`config.mk`:
```
export PLATFORM = sky130hd
export DESIGN_NAME = coreRequestPort
export DESIGN_NICKNAME = d
export VERILOG_FILES = /design/src/memPkg.sv /design/src/coreRequestPort.sv
export SDC_FILE = /design/constraint.sdc
export NUM_CORES = 1
export LEC_CHECK = 0
export ABC_AREA = 1
export BUFFER_PORTS_ARGS = -buffer_cell sky130_fd_sc_hd__buf_2
export CAP_MARGIN = 20
export CORE_AREA = 2 2 103 105
export DETAILED_ROUTE_END_ITERATION = 16
export DIE_AREA = 0 0 105 107
export GPL_TIMING_DRIVEN = 0
export REMOVE_ABC_BUFFERS = 1
export SLEW_MARGIN = 5
export SYNTH_ARGS = -nofsm -noshare
export SYNTH_HDL_FRONTEND = slang
export SYNTH_SLANG_ARGS = --single-unit
```
`constraint.sdc`:
```
create_clock -name vclk -period 1.1
set_input_delay 0.165 -clock vclk [all_inputs]
set_output_delay 0.165 -clock vclk [all_outputs]
set_load 0.02 [all_outputs]
```
`src/memPkg.sv`:
```
// shared types for the dual-core memory system
// word and address types, core count
// request opcode, arbiter state and RAM status enums

package memPkg;

   // data word and byte address
   typedef logic [31:0] word_t;
   typedef logic [31:0] addr_t;

   // the system is built for exactly two cores
   localparam int cpuCount = 2;

   // request kind presented by a core port to the arbiter
   typedef enum logic [1:0] {
      OP_NONE,
      OP_IFETCH,
      OP_DREAD,
      OP_DWRITE
   } memOp_t;

   // arbiter FSM states
   typedef enum logic [1:0] {
      IDLE,
      SERVE0,
      SERVE1
   } arbState_t;

   // RAM status as seen by the arbiter
   typedef enum logic [1:0] {
      FREE,
      BUSY,
      ACCESS
   } ramState_t;

endpackage

```
`src/coreRequestPort.sv`:
```
// per-core request port
// picks data over instruction access, steers address and store data,
// forms the core's wait and load outputs from grant and done

`timescale 1ns/1ps

module coreRequestPort (
   input  logic            CLK,
   input  logic            nRST,
   input  logic            iREN,
   input  logic            dREN,
   input  logic            dWEN,
   input  memPkg::addr_t   iaddr,
   input  memPkg::addr_t   daddr,
   input  memPkg::word_t   dstore,
   input  logic            grant,
   input  logic            done,
   input  memPkg::word_t   ramLoad,
   output memPkg::memOp_t  op,
   output memPkg::addr_t   reqAddr,
   output memPkg::word_t   reqData,
   output logic            iwait,
   output logic            dwait,
   output memPkg::word_t   iload,
   output memPkg::word_t   dload
);
   import memPkg::*;

   logic dataReq;
   logic finish;
   logic dFinish;
   logic iFinish;

   assign dataReq = dREN | dWEN;

   // data access beats instruction fetch
   always_comb begin
      if (dWEN) begin
         op = OP_DWRITE;
      end else if (dREN) begin
         op = OP_DREAD;
      end else if (iREN) begin
         op = OP_IFETCH;
      end else begin
         op = OP_NONE;
      end
   end

   assign reqAddr = dataReq ? daddr : iaddr;
   assign reqData = dstore;

   // this port's transaction completes this cycle
   assign finish  = grant & done;
   assign dFinish = finish & dataReq;
   assign iFinish = finish & iREN & ~dataReq;

   // only the selected request sees its wait drop
   assign dwait = dataReq & ~dFinish;
   assign iwait = iREN & ~iFinish;

   assign dload = dFinish ? ramLoad : '0;
   assign iload = iFinish ? ramLoad : '0;

   // a core never reads and writes data at once
   a_noDataRdWr : assert property (
      @(posedge CLK) disable iff (!nRST)
      !(dREN && dWEN)
   );

   // request address held while the arbiter serves it
   a_addrStable : assert property (
      @(posedge CLK) disable iff (!nRST)
      (grant && !done && op != OP_NONE) |=> (reqAddr == $past(reqAddr))
   );

endmodule

```
After elaboration in Yosys (flattened, before gate mapping)
Cells that the tools add are included.
Storage, ports and cells
  bits in registers: 0
  input port bits: 135
Cells by class
  muxes and demuxes: 6
  bitwise logic cells: 10
Operators with widths (number)
  32-bit two-way mux: 3
  1-bit bitwise AND: 6
  2-bit two-way mux: 2
  1-bit inverter: 3
  1-bit two-way mux: 1
  1-bit bitwise OR: 1

Depth between registers and ports, before layout
  depth after elaboration: 5
  mapped depth: 5
  mapped depth without buffers: 4

Worst setup path after synthesis
Ideal clock, no wire load.
  path type: input port to output port
  from: input dWEN
  to: output iload[10]
  arrival: 0.908 ns
  required time: 0.935 ns
  slack: 0.027 ns
  stages on the path: 4
  path buffers: 1
  cells stage by stage: nor2_4 nand2_1 buf_2 nor2_1
On the way
  longest elaborated chain between the ends: 4
RTL lines
  start: declaration: RTL line coreRequestPort.sv:12  | input logic dWEN,
  1-bit bitwise OR: RTL line coreRequestPort.sv:34  | assign dataReq = dREN | dWEN;
  1-bit inverter: RTL line coreRequestPort.sv:55  | assign iFinish = finish & iREN & ~dataReq;
  1-bit bitwise AND: RTL line coreRequestPort.sv:55
  32-bit two-way mux: RTL line coreRequestPort.sv:62  | assign iload = iFinish ? ramLoad : '0;
  end: declaration: RTL line coreRequestPort.sv:24  | output memPkg::word_t iload,
No other way between the ends.

Worst setup path after layout
  from: input dREN
  to: output dload[21]
On the way
  longest elaborated chain between the ends: 3
RTL lines
  start: declaration: RTL line coreRequestPort.sv:11  | input logic dREN,
  1-bit bitwise OR: RTL line coreRequestPort.sv:34
  1-bit bitwise AND: RTL line coreRequestPort.sv:54  | assign dFinish = finish & dataReq;
  32-bit two-way mux: RTL line coreRequestPort.sv:61  | assign dload = dFinish ? ramLoad : '0;
  end: declaration: RTL line coreRequestPort.sv:25  | output memPkg::word_t dload
No other way between the ends.

==> run_results.csv <==
group,metric,value,unit
cells_and_area,diodes,0,
drt,drt_iter0_drc,88,
global_route,grt_first_pass_wirelength,11.8,mm
cells_and_area,fill_cells,1039,
drt,routed_wl,9.22,mm
power_and_ir_drop,cellPowerDensity,388,nW/um2
drt,route.detailed.drc,0,
synth,yosysSeqAreaShare,0,%
drt,antenna_left,0,
sta,layout_setup_ws,-0.121,ns
hold_path,hold_path_class,"input port to output pin",
power_and_ir_drop,p_leak,1.79,nW
outcome,violations,"negative setup slack",
floorplanning,num_rows,37,
flow_run,cap_violations,0,
synth,synth_area_leaders,"nand2_1 34%, buf_4 24%, nor2_1 23%, inv_1 12%, buf_2 4.2%",
sta,slew_headroom,86.6,%
floorplanning,pin_count,267,
sta,tightest_slew,0.201,ns
floorplanning,core,10100,um2
cells_and_area,n_clock_buffer,0,
placed_design,portBuffers,201,
cells_and_area,synthToLayoutAreaGrowth,207,%
cells_and_area,seqCellArea,0,um2
sta,rsz0062_at_grt,"true",
floorplanning,die_height,107,um
drt,viasPerCell,3.94,
placed_design,gp_congestion,0.665,
sta,clock.fmax,819,MHz
global_route,grt_pass1_vias,2141,
sta,setup_viol,96,
worst_setup_path,crit_fanout,8,
synth,yosysTopAreaCellShare,33.9,%
drt,num_vias,2238,
outcome,status,"finished, violations left",
placed_design,dpl.cell_count,540,
sta,hold_viol,0,
sta,slew_violations,0,
drt,firstDrtPassIters,5,
worst_setup_path,worstPathRequired,0.94,ns
cells_and_area,finalNonFillerCells,568,
sta,fin_crit,1.22,ns
floorplanning,dieArea,11200,um2
global_route,grt_max_degree,19,
cells_and_area,final_layout_size_suffix_gt1_share,69.0,%
worst_setup_path,cp-end-kind,"output pin",
cells_and_area,fin_nets,569,
worst_setup_path,path_class,"input port to output pin",
synth,syn_inst,247,
global_route,grt.total_usage,13.8,%
power_and_ir_drop,vdd_drop_max,183,uV
placed_design,hpwlAfterDp,5.01,mm
synth,avgSynthCellArea,4.39,um2
worst_setup_path,crit_arrival,1.06,ns
sta,setup_tns,-7.11,ns
global_route,grt.overflow.total,0,
placed_design,place_ws,-1.48,ns
drt,wl_per_cell,16.2,um
synth,synth.distinct_cells,10,
synth,synth_top_cell_by_area,"nand2_1",
worst_setup_path,start_kind,"input port",
cells_and_area,nFlopsAndLatches,0,
synth,yosysWarnings,0,
sta,finalCritPeriodShare,111,%
global_route,antenna_found_initial,0,
synth,synth.cell_area,1080,um2
floorplanning,fp.dieW,105,um
floorplanning,start_util,10.7,%
-- critical path, stage by stage --
cell     delay (ns)
buf_8          0.10
nor2_4         0.11
buf_12         0.14
buf_12         0.14
inv_16         0.06
nand2_8        0.12
nor2_1         0.05
buf_4          0.15
-- layer usage --
layer | GRT usage (%) | part of all wire, % | wire length (um) | vias to the layer above
met4 | 0.286 | 1.1 | 98 | 2
met5 | 4.76 | 0.52 | 48 | -
met3 | 6.38 | 14 | 1270 | 10
met1 | 14.5 | 34 | 3160 | 976
met2 | 26.1 | 50 | 4630 | 200
li1 | - | - | - | 1050
-- cell usage after synthesis, drive strengths merged --
library cell   n
nand2         99
a21oi          1
inv           35
nor2          67
buf           44
o21bai         1
-- kinds of logic (layout without fill, tap and decap cells) --
kind of cell	count (synthesis)	in the layout	share of synthesized area [%]
buffers and inverters	79	257	40.5
AOI/OAI and AO/OA	2	2	1.15
and+or+nand+nor	166	173	58.4
-- path summary, 6_finish.rpt --
| kind | from | endpoint | slack [ns] | cells past startpoint |
|---|---|---|---|---|
| setup / recovery | dREN | dload[21] | -0.12 | 8 |
| hold / removal | dstore[16] | reqData[16] | 0.33 | 0 |
-- power by group --
part,internal (mW),switching (mW)
clock,0,0
sequential,0,0
combinational,0.592,0.700
total,0.592,0.700
-- through the flow --
stage	hold slack [ns]	util (%)	cell area, um2	power, mW
2_1_floorplan	0.330	-	777	0.404
3_3_place_gp	0.330	19.4	1950	0.772
3_5_place_dp	0.330	19.4	1950	0.771
4_1_cts	0.330	29.0	2930	1.14
5_1_grt	0.330	33.0	3330	1.37
6_report	0.330	33.0	3330	1.29
-- final cells by class --
class                           count  area (um2)  area share (%)
Tap cell                          136         170            5.11
Inverter                           35         151            4.54
Multi-Input combinational cell    175        1170            35.0
Timing Repair Buffer              219        1820            54.6
Timing Repair inverter              3        26.3           0.789
-- layout by cell type, fill, tap and decap left out, types with 2 or more instances in the layout --
master,n
buf_12,8
buf_2,104
buf_4,29
buf_6,73
buf_8,3
inv_1,32
inv_6,3
nand2_1,80
nand2_2,15
nand2_4,2
nand2_8,8
nor2_1,21
nor2_2,7
nor2_4,40
-- what timing repair did --
| action | 4_1_cts | 5_1_grt |
|---|---|---|
| cloned | 11 | 2 |
| setup endpoints to repair | 99 | 98 |
| hold endpoints to repair | 0 | 0 |
| pin swaps | 22 | 22 |
| hold buffers | 0 | 0 |
| setup buffers | 14 | 1 |
| resized for setup | 194 | 108 |
(Power assumes the default switching activity.)
