$ cat config.mk
export PLATFORM = sky130hd
export DESIGN_NAME = memArbiter
export DESIGN_NICKNAME = d
export VERILOG_FILES = /design/src/memPkg.sv /design/src/memArbiter.sv
export SDC_FILE = /design/constraint.sdc
export NUM_CORES = 1
export LEC_CHECK = 0
export BUFFER_PORTS_ARGS = -buffer_cell sky130_fd_sc_hd__buf_2
export CORE_ASPECT_RATIO = 1.2
export CORE_MARGIN = 8
export CORE_UTILIZATION = 29
export DETAILED_ROUTE_END_ITERATION = 16
export PLACE_DENSITY = 0.81
export SLEW_MARGIN = 20
export SYNTH_ARGS = -nofsm -noshare
export SYNTH_HDL_FRONTEND = slang
export SYNTH_SLANG_ARGS = --single-unit
$ cat constraint.sdc
create_clock -name CLK -period 2.3 [get_ports CLK]
set_input_delay 0.46 -clock CLK [delete_from_list [all_inputs] [get_ports CLK]]
set_output_delay 0.46 -clock CLK [all_outputs]
set_load 0.02 [all_outputs]
$ cat src/memPkg.sv
// shared types for the dual-core memory system
// word and address types, core count
// request opcode, arbiter state and RAM status enums

package memPkg;

   // data word and byte address
   typedef logic [31:0] word_t;
   typedef logic [31:0] addr_t;

   // the system is built for exactly two cores
   localparam int cpuCount = 2;

   // request kind presented by a core port to the arbiter
   typedef enum logic [1:0] {
      OP_NONE,
      OP_IFETCH,
      OP_DREAD,
      OP_DWRITE
   } memOp_t;

   // arbiter FSM states
   typedef enum logic [1:0] {
      IDLE,
      SERVE0,
      SERVE1
   } arbState_t;

   // RAM status as seen by the arbiter
   typedef enum logic [1:0] {
      FREE,
      BUSY,
      ACCESS
   } ramState_t;

endpackage

$ cat src/memArbiter.sv
// round-robin arbiter between the two core ports
// grant FSM with lastGrant fairness, RAM control mux,
// done pulse on the RAM ACCESS cycle

`timescale 1ns/1ps

module memArbiter (
   input  logic                            CLK,
   input  logic                            nRST,
   input  memPkg::memOp_t                  op0,
   input  memPkg::memOp_t                  op1,
   input  memPkg::addr_t                   addr0,
   input  memPkg::addr_t                   addr1,
   input  memPkg::word_t                   data0,
   input  memPkg::word_t                   data1,
   input  memPkg::ramState_t               ramState,
   output logic [memPkg::cpuCount-1:0]     grant,
   output logic                            done,
   output logic                            ramREN,
   output logic                            ramWEN,
   output memPkg::addr_t                   ramAddr,
   output memPkg::word_t                   ramStore
);
   import memPkg::*;

   arbState_t state;
   arbState_t nextState;
   logic      lastGrant;
   logic      req0;
   logic      req1;
   memOp_t    selOp;

   assign req0 = (op0 != OP_NONE);
   assign req1 = (op1 != OP_NONE);

   always_ff @(posedge CLK) begin
      if (!nRST) begin
         state     <= IDLE;
         // core 0 goes first after reset
         lastGrant <= 1'b1;
      end else begin
         state <= nextState;
         if (state == IDLE && nextState == SERVE0) begin
            lastGrant <= 1'b0;
         end else if (state == IDLE && nextState == SERVE1) begin
            lastGrant <= 1'b1;
         end
      end
   end

   // opcode, address and data of the granted core
   always_comb begin
      case (state)
         SERVE0: begin
            selOp    = op0;
            ramAddr  = addr0;
            ramStore = data0;
         end
         SERVE1: begin
            selOp    = op1;
            ramAddr  = addr1;
            ramStore = data1;
         end
         default: begin
            selOp    = OP_NONE;
            ramAddr  = '0;
            ramStore = '0;
         end
      endcase
   end

   assign ramREN = (selOp == OP_IFETCH) || (selOp == OP_DREAD);
   assign ramWEN = (selOp == OP_DWRITE);

   // the only place the RAM status is looked at
   assign done  = (state != IDLE) && (ramState == ACCESS);
   assign grant = {state == SERVE1, state == SERVE0};

   always_comb begin
      nextState = state;
      case (state)
         IDLE: begin
            if (req0 && req1) begin
               nextState = lastGrant ? SERVE0 : SERVE1;
            end else if (req0) begin
               nextState = SERVE0;
            end else if (req1) begin
               nextState = SERVE1;
            end
         end
         SERVE0, SERVE1: begin
            // a dropped request frees the RAM as well
            if (done || selOp == OP_NONE) begin
               nextState = IDLE;
            end
         end
         default: nextState = IDLE;
      endcase
   end

   a_grantOnehot : assert property (
      @(posedge CLK) disable iff (!nRST)
      $onehot0(grant)
   );

   // the RAM never completes while no core is served
   a_noAccessIdle : assert property (
      @(posedge CLK) disable iff (!nRST)
      (state == IDLE) |-> (ramState != ACCESS)
   );

endmodule

Word level (Yosys, flattened, before mapping)

Cells that the tools add are included.

Register bits after elaboration: 3
Bits in latches: 0
RAM bits: 0
Memory bits (read-only): 0
Input port bits: 136
Output and inout port bits: 69
Logic and storage cells: 34
Memories: 0

Add/sub/neg operators: 0
$mul: 0
Divide/modulo/power cells: 0
Magnitude comparators: 0
Eq/ne operators: 8
Shift-type cells: 0
Muxes and demuxes: 11
Bitwise operators: 0
Reductions and logical operators: 13

Operators with widths:

| operator           | count |
|---|---|
| $pmux 32 s2        | 2 |
| $eq 2x2->1 const B | 5 |
| $mux 2             | 5 |
| $pmux 2 s2         | 2 |
| $reduce_bool 2->1  | 4 |
| $eq 2x1->1 const B | 3 |
| $logic_and 1x1->1  | 4 |
| $logic_not 2->1    | 2 |
| $logic_or 1x1->1   | 2 |
| $mux 1             | 2 |
| $reduce_or 2->1    | 1 |

Logic depth before layout (Yosys ltp)

Depth after elaboration: 10
Gate-level depth with buffers: 11
Depth with buffers taken out: 10

Worst setup path after synthesis

No wires, ideal clock.

Path kind: register to register
From: reg state[1]
To: reg lastGrant
Setup time: 0.117 ns
Arrival: 1.976 ns
Required time: 2.183 ns
Slack: 0.207 ns
Cell stages (with the launch flop): 12
Buffers on the path: 1
Period minus slack after synthesis: 2.093 ns
Cell sequence: dfxtp_1 -> inv_1 -> ha_1 -> buf_2 -> a22o_1 -> nand2_1 -> ha_1 -> nor3b_2 -> a31oi_1 -> a21boi_2 -> a21oi_1 -> o21ai_1

Word-level cells in the longest chain between the ends: 9
Elaborated cells on any way between the ends: 20
Those cells by class: eq/ne (4); mux (7); reduce/logical (9)

Ends and longest elaborated chain:

| element                                            | RTL line                           | text |
|---|---|---|
| from (decl)                                        | memArbiter.sv:26                   | `arbState_t state;` |
| from (signal assigned)                             | memArbiter.sv:42                   | `state <= nextState;` |
| $eq 2x1->1 *                                       | n/a                                |  |
| via grant, one bit                                 | memArbiter.sv:17                   | `output logic [memPkg::cpuCount-1:0] grant,` |
| $pmux 2 s2                                         | memArbiter.sv:53                   | `case (state)` |
| $logic_not 2->1                                    | memArbiter.sv:93                   | `if (done \|\| selOp == OP_NONE) begin` |
| $logic_or 1x1->1                                   | memArbiter.sv:93                   |  |
| $mux 2                                             | memArbiter.sv:93                   |  |
| $pmux 2 s2 *                                       | memArbiter.sv:81                   | `case (state)` |
| $eq 2x1->1 / $eq 2x2->1 (equally long branches)    | memArbiter.sv:43, memArbiter.sv:45 |  |
| $logic_and 1x1->1, on equally long branches        | memArbiter.sv:43, memArbiter.sv:45 |  |
| $mux 1 / $reduce_bool 2->1 (equally long branches) | n/a                                |  |
| to (signal assigned)                               | memArbiter.sv:40                   | `lastGrant <= 1'b1;` |
| to (signal assigned)                               | memArbiter.sv:44                   | `lastGrant <= 1'b0;` |
| to (signal assigned)                               | memArbiter.sv:46                   | `lastGrant <= 1'b1;` |
| to (decl)                                          | memArbiter.sv:28                   | `logic lastGrant;` |

The timed path passes the listed nets; every way through them passes the cells marked *.
A chain may end at the register's enable or synchronous reset.

Worst setup path in the final report

From: reg state[0]
To: out ramStore[0]

Word-level cells in the longest chain between the ends: 2
Elaborated cells on any way between the ends: 3
Those cells by class: eq/ne (2); mux (1)

Ends and longest elaborated chain:

| element                                         | RTL line         | text |
|---|---|---|
| $eq 2x2->1 / $eq 2x1->1 (equally long branches) | memArbiter.sv:53 |  |
| $pmux 32 s2 *                                   | memArbiter.sv:53 |  |
| to (decl)                                       | memArbiter.sv:22 | `output memPkg::word_t ramStore` |

Mark *: on every way between the ends. The rest lies on a longest branch, timed or not.

==> metrics list <==
* Run status: finished clean
- IO Pins: between 200 and 250
- Final std cell area, no fill: 2440 µm²
* Cell type contributing the most total cell area after synthesis: sky130_fd_sc_hd__a22oi_1
- Accumulated negative setup slack: 0 ns
- Max-cap violations in this run came to 0.
- Highest achievable clock rate: roughly 460 MHz
- The final count of hold timing violations came to 0.
- For this run, asynchronously set or reset flops after synthesis account for 0%.
- Entering global routing, the biggest net connects 42 pins.
- Portion of the post-synthesis area used by sequential elements: 4.57%
* Violation count after the first detailed-route iteration: 90
* Inserted Diodes: 0
- Area growth syn-to-layout: 85.4%
- Placed instance count: between 400 and 500
* Commonest cells after routing, fill and taps aside: 204 x sky130_fd_sc_hd__buf_2, 64 x sky130_fd_sc_hd__a22oi_1, 64 x sky130_fd_sc_hd__nor2b_1, 5 x sky130_fd_sc_hd__inv_1, 4 x sky130_fd_sc_hd__ha_1
* Syn avg cell area: 6.96 µm²
* Number of enable flip-flop cells after synthesis: 0
- Arrival time worst endpoint: approximately 1.7 ns
- Tot Pwr: ~1.6 mW
* Count of yosys warnings during synthesis: 0
* Met2 Track Usage GR: between 30% and 40%
* Setup clock skew after layout: 0.00547 ns
- Number of fillers in the final layout: about 430
- Headroom to the max-slew limit came out at 78.0%.
* Distinct cell type count after synthesis: 25
- Proportion of layout cells with a drive suffix above 1: approximately 58%
* Lkg Pwr: 1.30 nW
- Half-perimeter wire length of the detailed placement result: 6320 µm
* Placement Cell Area: approximately 2400 µm²
- # setup viols final: 0
- The number of antenna violations at the first check in global routing is 0.
- In this run the tool buffered the top-level ports with ~200 buffer cells.
- Core footprint: ~4500 µm²
* Area enclosed by the die boundary: around 7000 µm²
* Met1 track utilization from global routing: approximately a fifth
* Effective utilization at floorplan: between 20 and 30%
- The count of nets left with antenna violations once routing finished came out at 0.
- Count of unresolved DRC violations after routing: 0
- Final Wtd Congestion: roughly 0.85
- The layer flagged by global routing as most heavily used is met2.
- Non-filler cells, final: 440
- Cells after Synth: between 150 and 200
* Synth top area share: a little over a third
- Latest clock arrival within the worst-skew pair: between 0.2 and 0.25 ns
* GRT Util Overall: between 10% and 20%
- The longest clock path from root to sink contains 2 buffers.
- In this run the number of H-tree levels came out at 1.
* Dominant synthesized flop cell: sky130_fd_sc_hd__dfxtp_1
- At the end of the flow, the number of nets in the layout was around 530.
- Type of the most critical hold path: primary input to flip-flop
* Pwr Density: approximately 670 nW/µm²
- Mapped Nets: between 300 and 400
- First-pass GRT wire length: approximately 12000 µm
- Worst voltage drop across the vdd grid: 378 µV
* Post-CTS setup repair buffer count: 0
- Total clock buffers created by CTS: 3
- Data required time at the worst endpoint: 1.84 ns
- Number of register bits inferred by synthesis: 3
- Dividing the detail-routed via count by the number of cells gives between 5 and 6.
* Average routed wire per standard cell: 17.0 µm
* Syn Std Cell Area: 1320 µm²
- The die is 77.5 µm wide.
* Chip height: between 80 and 90 µm
- Main area contributors after synthesis: sky130_fd_sc_hd__a22oi_1 37%, sky130_fd_sc_hd__nor2b_1 30%, sky130_fd_sc_hd__ha_1 5.7%, sky130_fd_sc_hd__dfxtp_1 4.6%, sky130_fd_sc_hd__buf_2 4.2%
- The tree is rooted in a sky130_fd_sc_hd__clkbuf_8.
- Setup repair after global routing left no endpoint under its margin.
* Number of iterations in the first detailed-routing pass: 4
- The worst setup path is launched from a flip-flop.
* Leading cell type in the layout, fill and taps excluded: sky130_fd_sc_hd__buf_2
* Routed wire length: ~7500 µm
* Clock slew at reported path FFs: ~0.030 ns
- At the pin with the least slew margin, the transition time is between 0.3 and 0.4 ns.
* Overall overflow remaining after global route: 0
* Detailed-route via count: ~2.2k
- The initialized floorplan defines 27 standard-cell rows.
- Final Max Slew Viols: 0
- Global routing used approximately 8% of the available met3 tracks.
* Endpoint type of the worst setup path: primary output
- The critical path is of the flip-flop to primary output type.
* Number of sinks on the clock net: 3
- Fin crit share: a little over nine tenths
* Smallest hold slack: between 0.4 and 0.5 ns
- Max FO, Critical Path: 24
* Clock tree from TritonCTS: built
* Minimum clock period: between 2 and 2.5 ns
- The via count of the first global-routing pass was around 2.2k.
stage by stage:
stage / setup WS (ns) / util (%)
after floorplan: 0.207 / -
after global placement: 0.370 / 53.2
after detailed placement: 0.279 / 53.2
after CTS: 0.0569 / 54.2
after global routing: 0.00478 / 54.3
final: 0.124 / 54.3
routing by layer:
| metal | vias up | part of all wire (%) |
|---|---|---|
| met2 | 140 | 50 |
| met3 | 6 | 12 |
| li1 | 1079 | - |
| met4 | 0 | 1.1 |
| met5 | - | 0 |
| met1 | 1006 | 37 |
worst max-delay path, stage by stage (launching register included):
cell and delay (ns):
sky130_fd_sc_hd__dfxtp_1 0.40, sky130_fd_sc_hd__inv_1 0.10, sky130_fd_sc_hd__ha_1 0.37, sky130_fd_sc_hd__buf_4 0.25
sky130_fd_sc_hd__nor2b_1 0.19, sky130_fd_sc_hd__buf_2 0.19
where the power goes:
part / switching, mW / total (mW) / internal, mW / leakage (nW)
registers: 0.0156 / 0.0836 / 0.0681 / 0.0248
clock network: 0.0376 / 0.156 / 0.118 / 0.0228
logic: 0.769 / 1.38 / 0.614 / 1.25
cell usage after synthesis (all sizes together), types with 2 or more instances:
cell type / number
a22oi: 64
nor2b: 64
buf: 11
clkbuf: 10
ha: 6
inv: 5
o21ai: 4
a21boi: 3
dfxtp: 3
nand2: 3
nor2: 3
a22o: 2
nand3: 2
nor3b: 2
repair_timing:
| item | CTS | global route |
|---|---|---|
| setup endpoints to repair | 0 | 39 |
| hold buffers | 0 | 0 |
| resized for setup | 0 | 1 |
state kept, by name (all words and copies together) (netlist names):
signal / cells
state: 2
lastGrant: 1
worst paths after layout:
path	startpoint	end	slack (ns)	cells after the start
max reg2reg	state[0]	lastGrant	0.30	9
min	nRST	lastGrant	0.43	2
min reg2reg	lastGrant	lastGrant	0.53	2
max	state[0]	ramStore[0]	0.12	5
cell type report:
cell class                      instances  area, µm²  share of cell area, %
Timing Repair Buffer                  210       1090                   44.9
Multi-Input combinational cell        160       1150                   47.0
Clock buffer                            4       45.0                   1.85
Sequential cell                         3       60.1                   2.46
Inverter                                5       18.8                  0.770
Tap cell                               58       72.6                   2.98
cells by family (layout without fill, tap and decap cells):
group	Yosys count	count (layout)	share of synthesized area (%)
buf+inv	26	219	8.56
simple gates	78	78	37.1
fa+ha+maj	6	6	5.71
compound gates	76	76	44.1
flops	3	3	4.57
No activity file was read; power rests on OpenSTA's default activity.
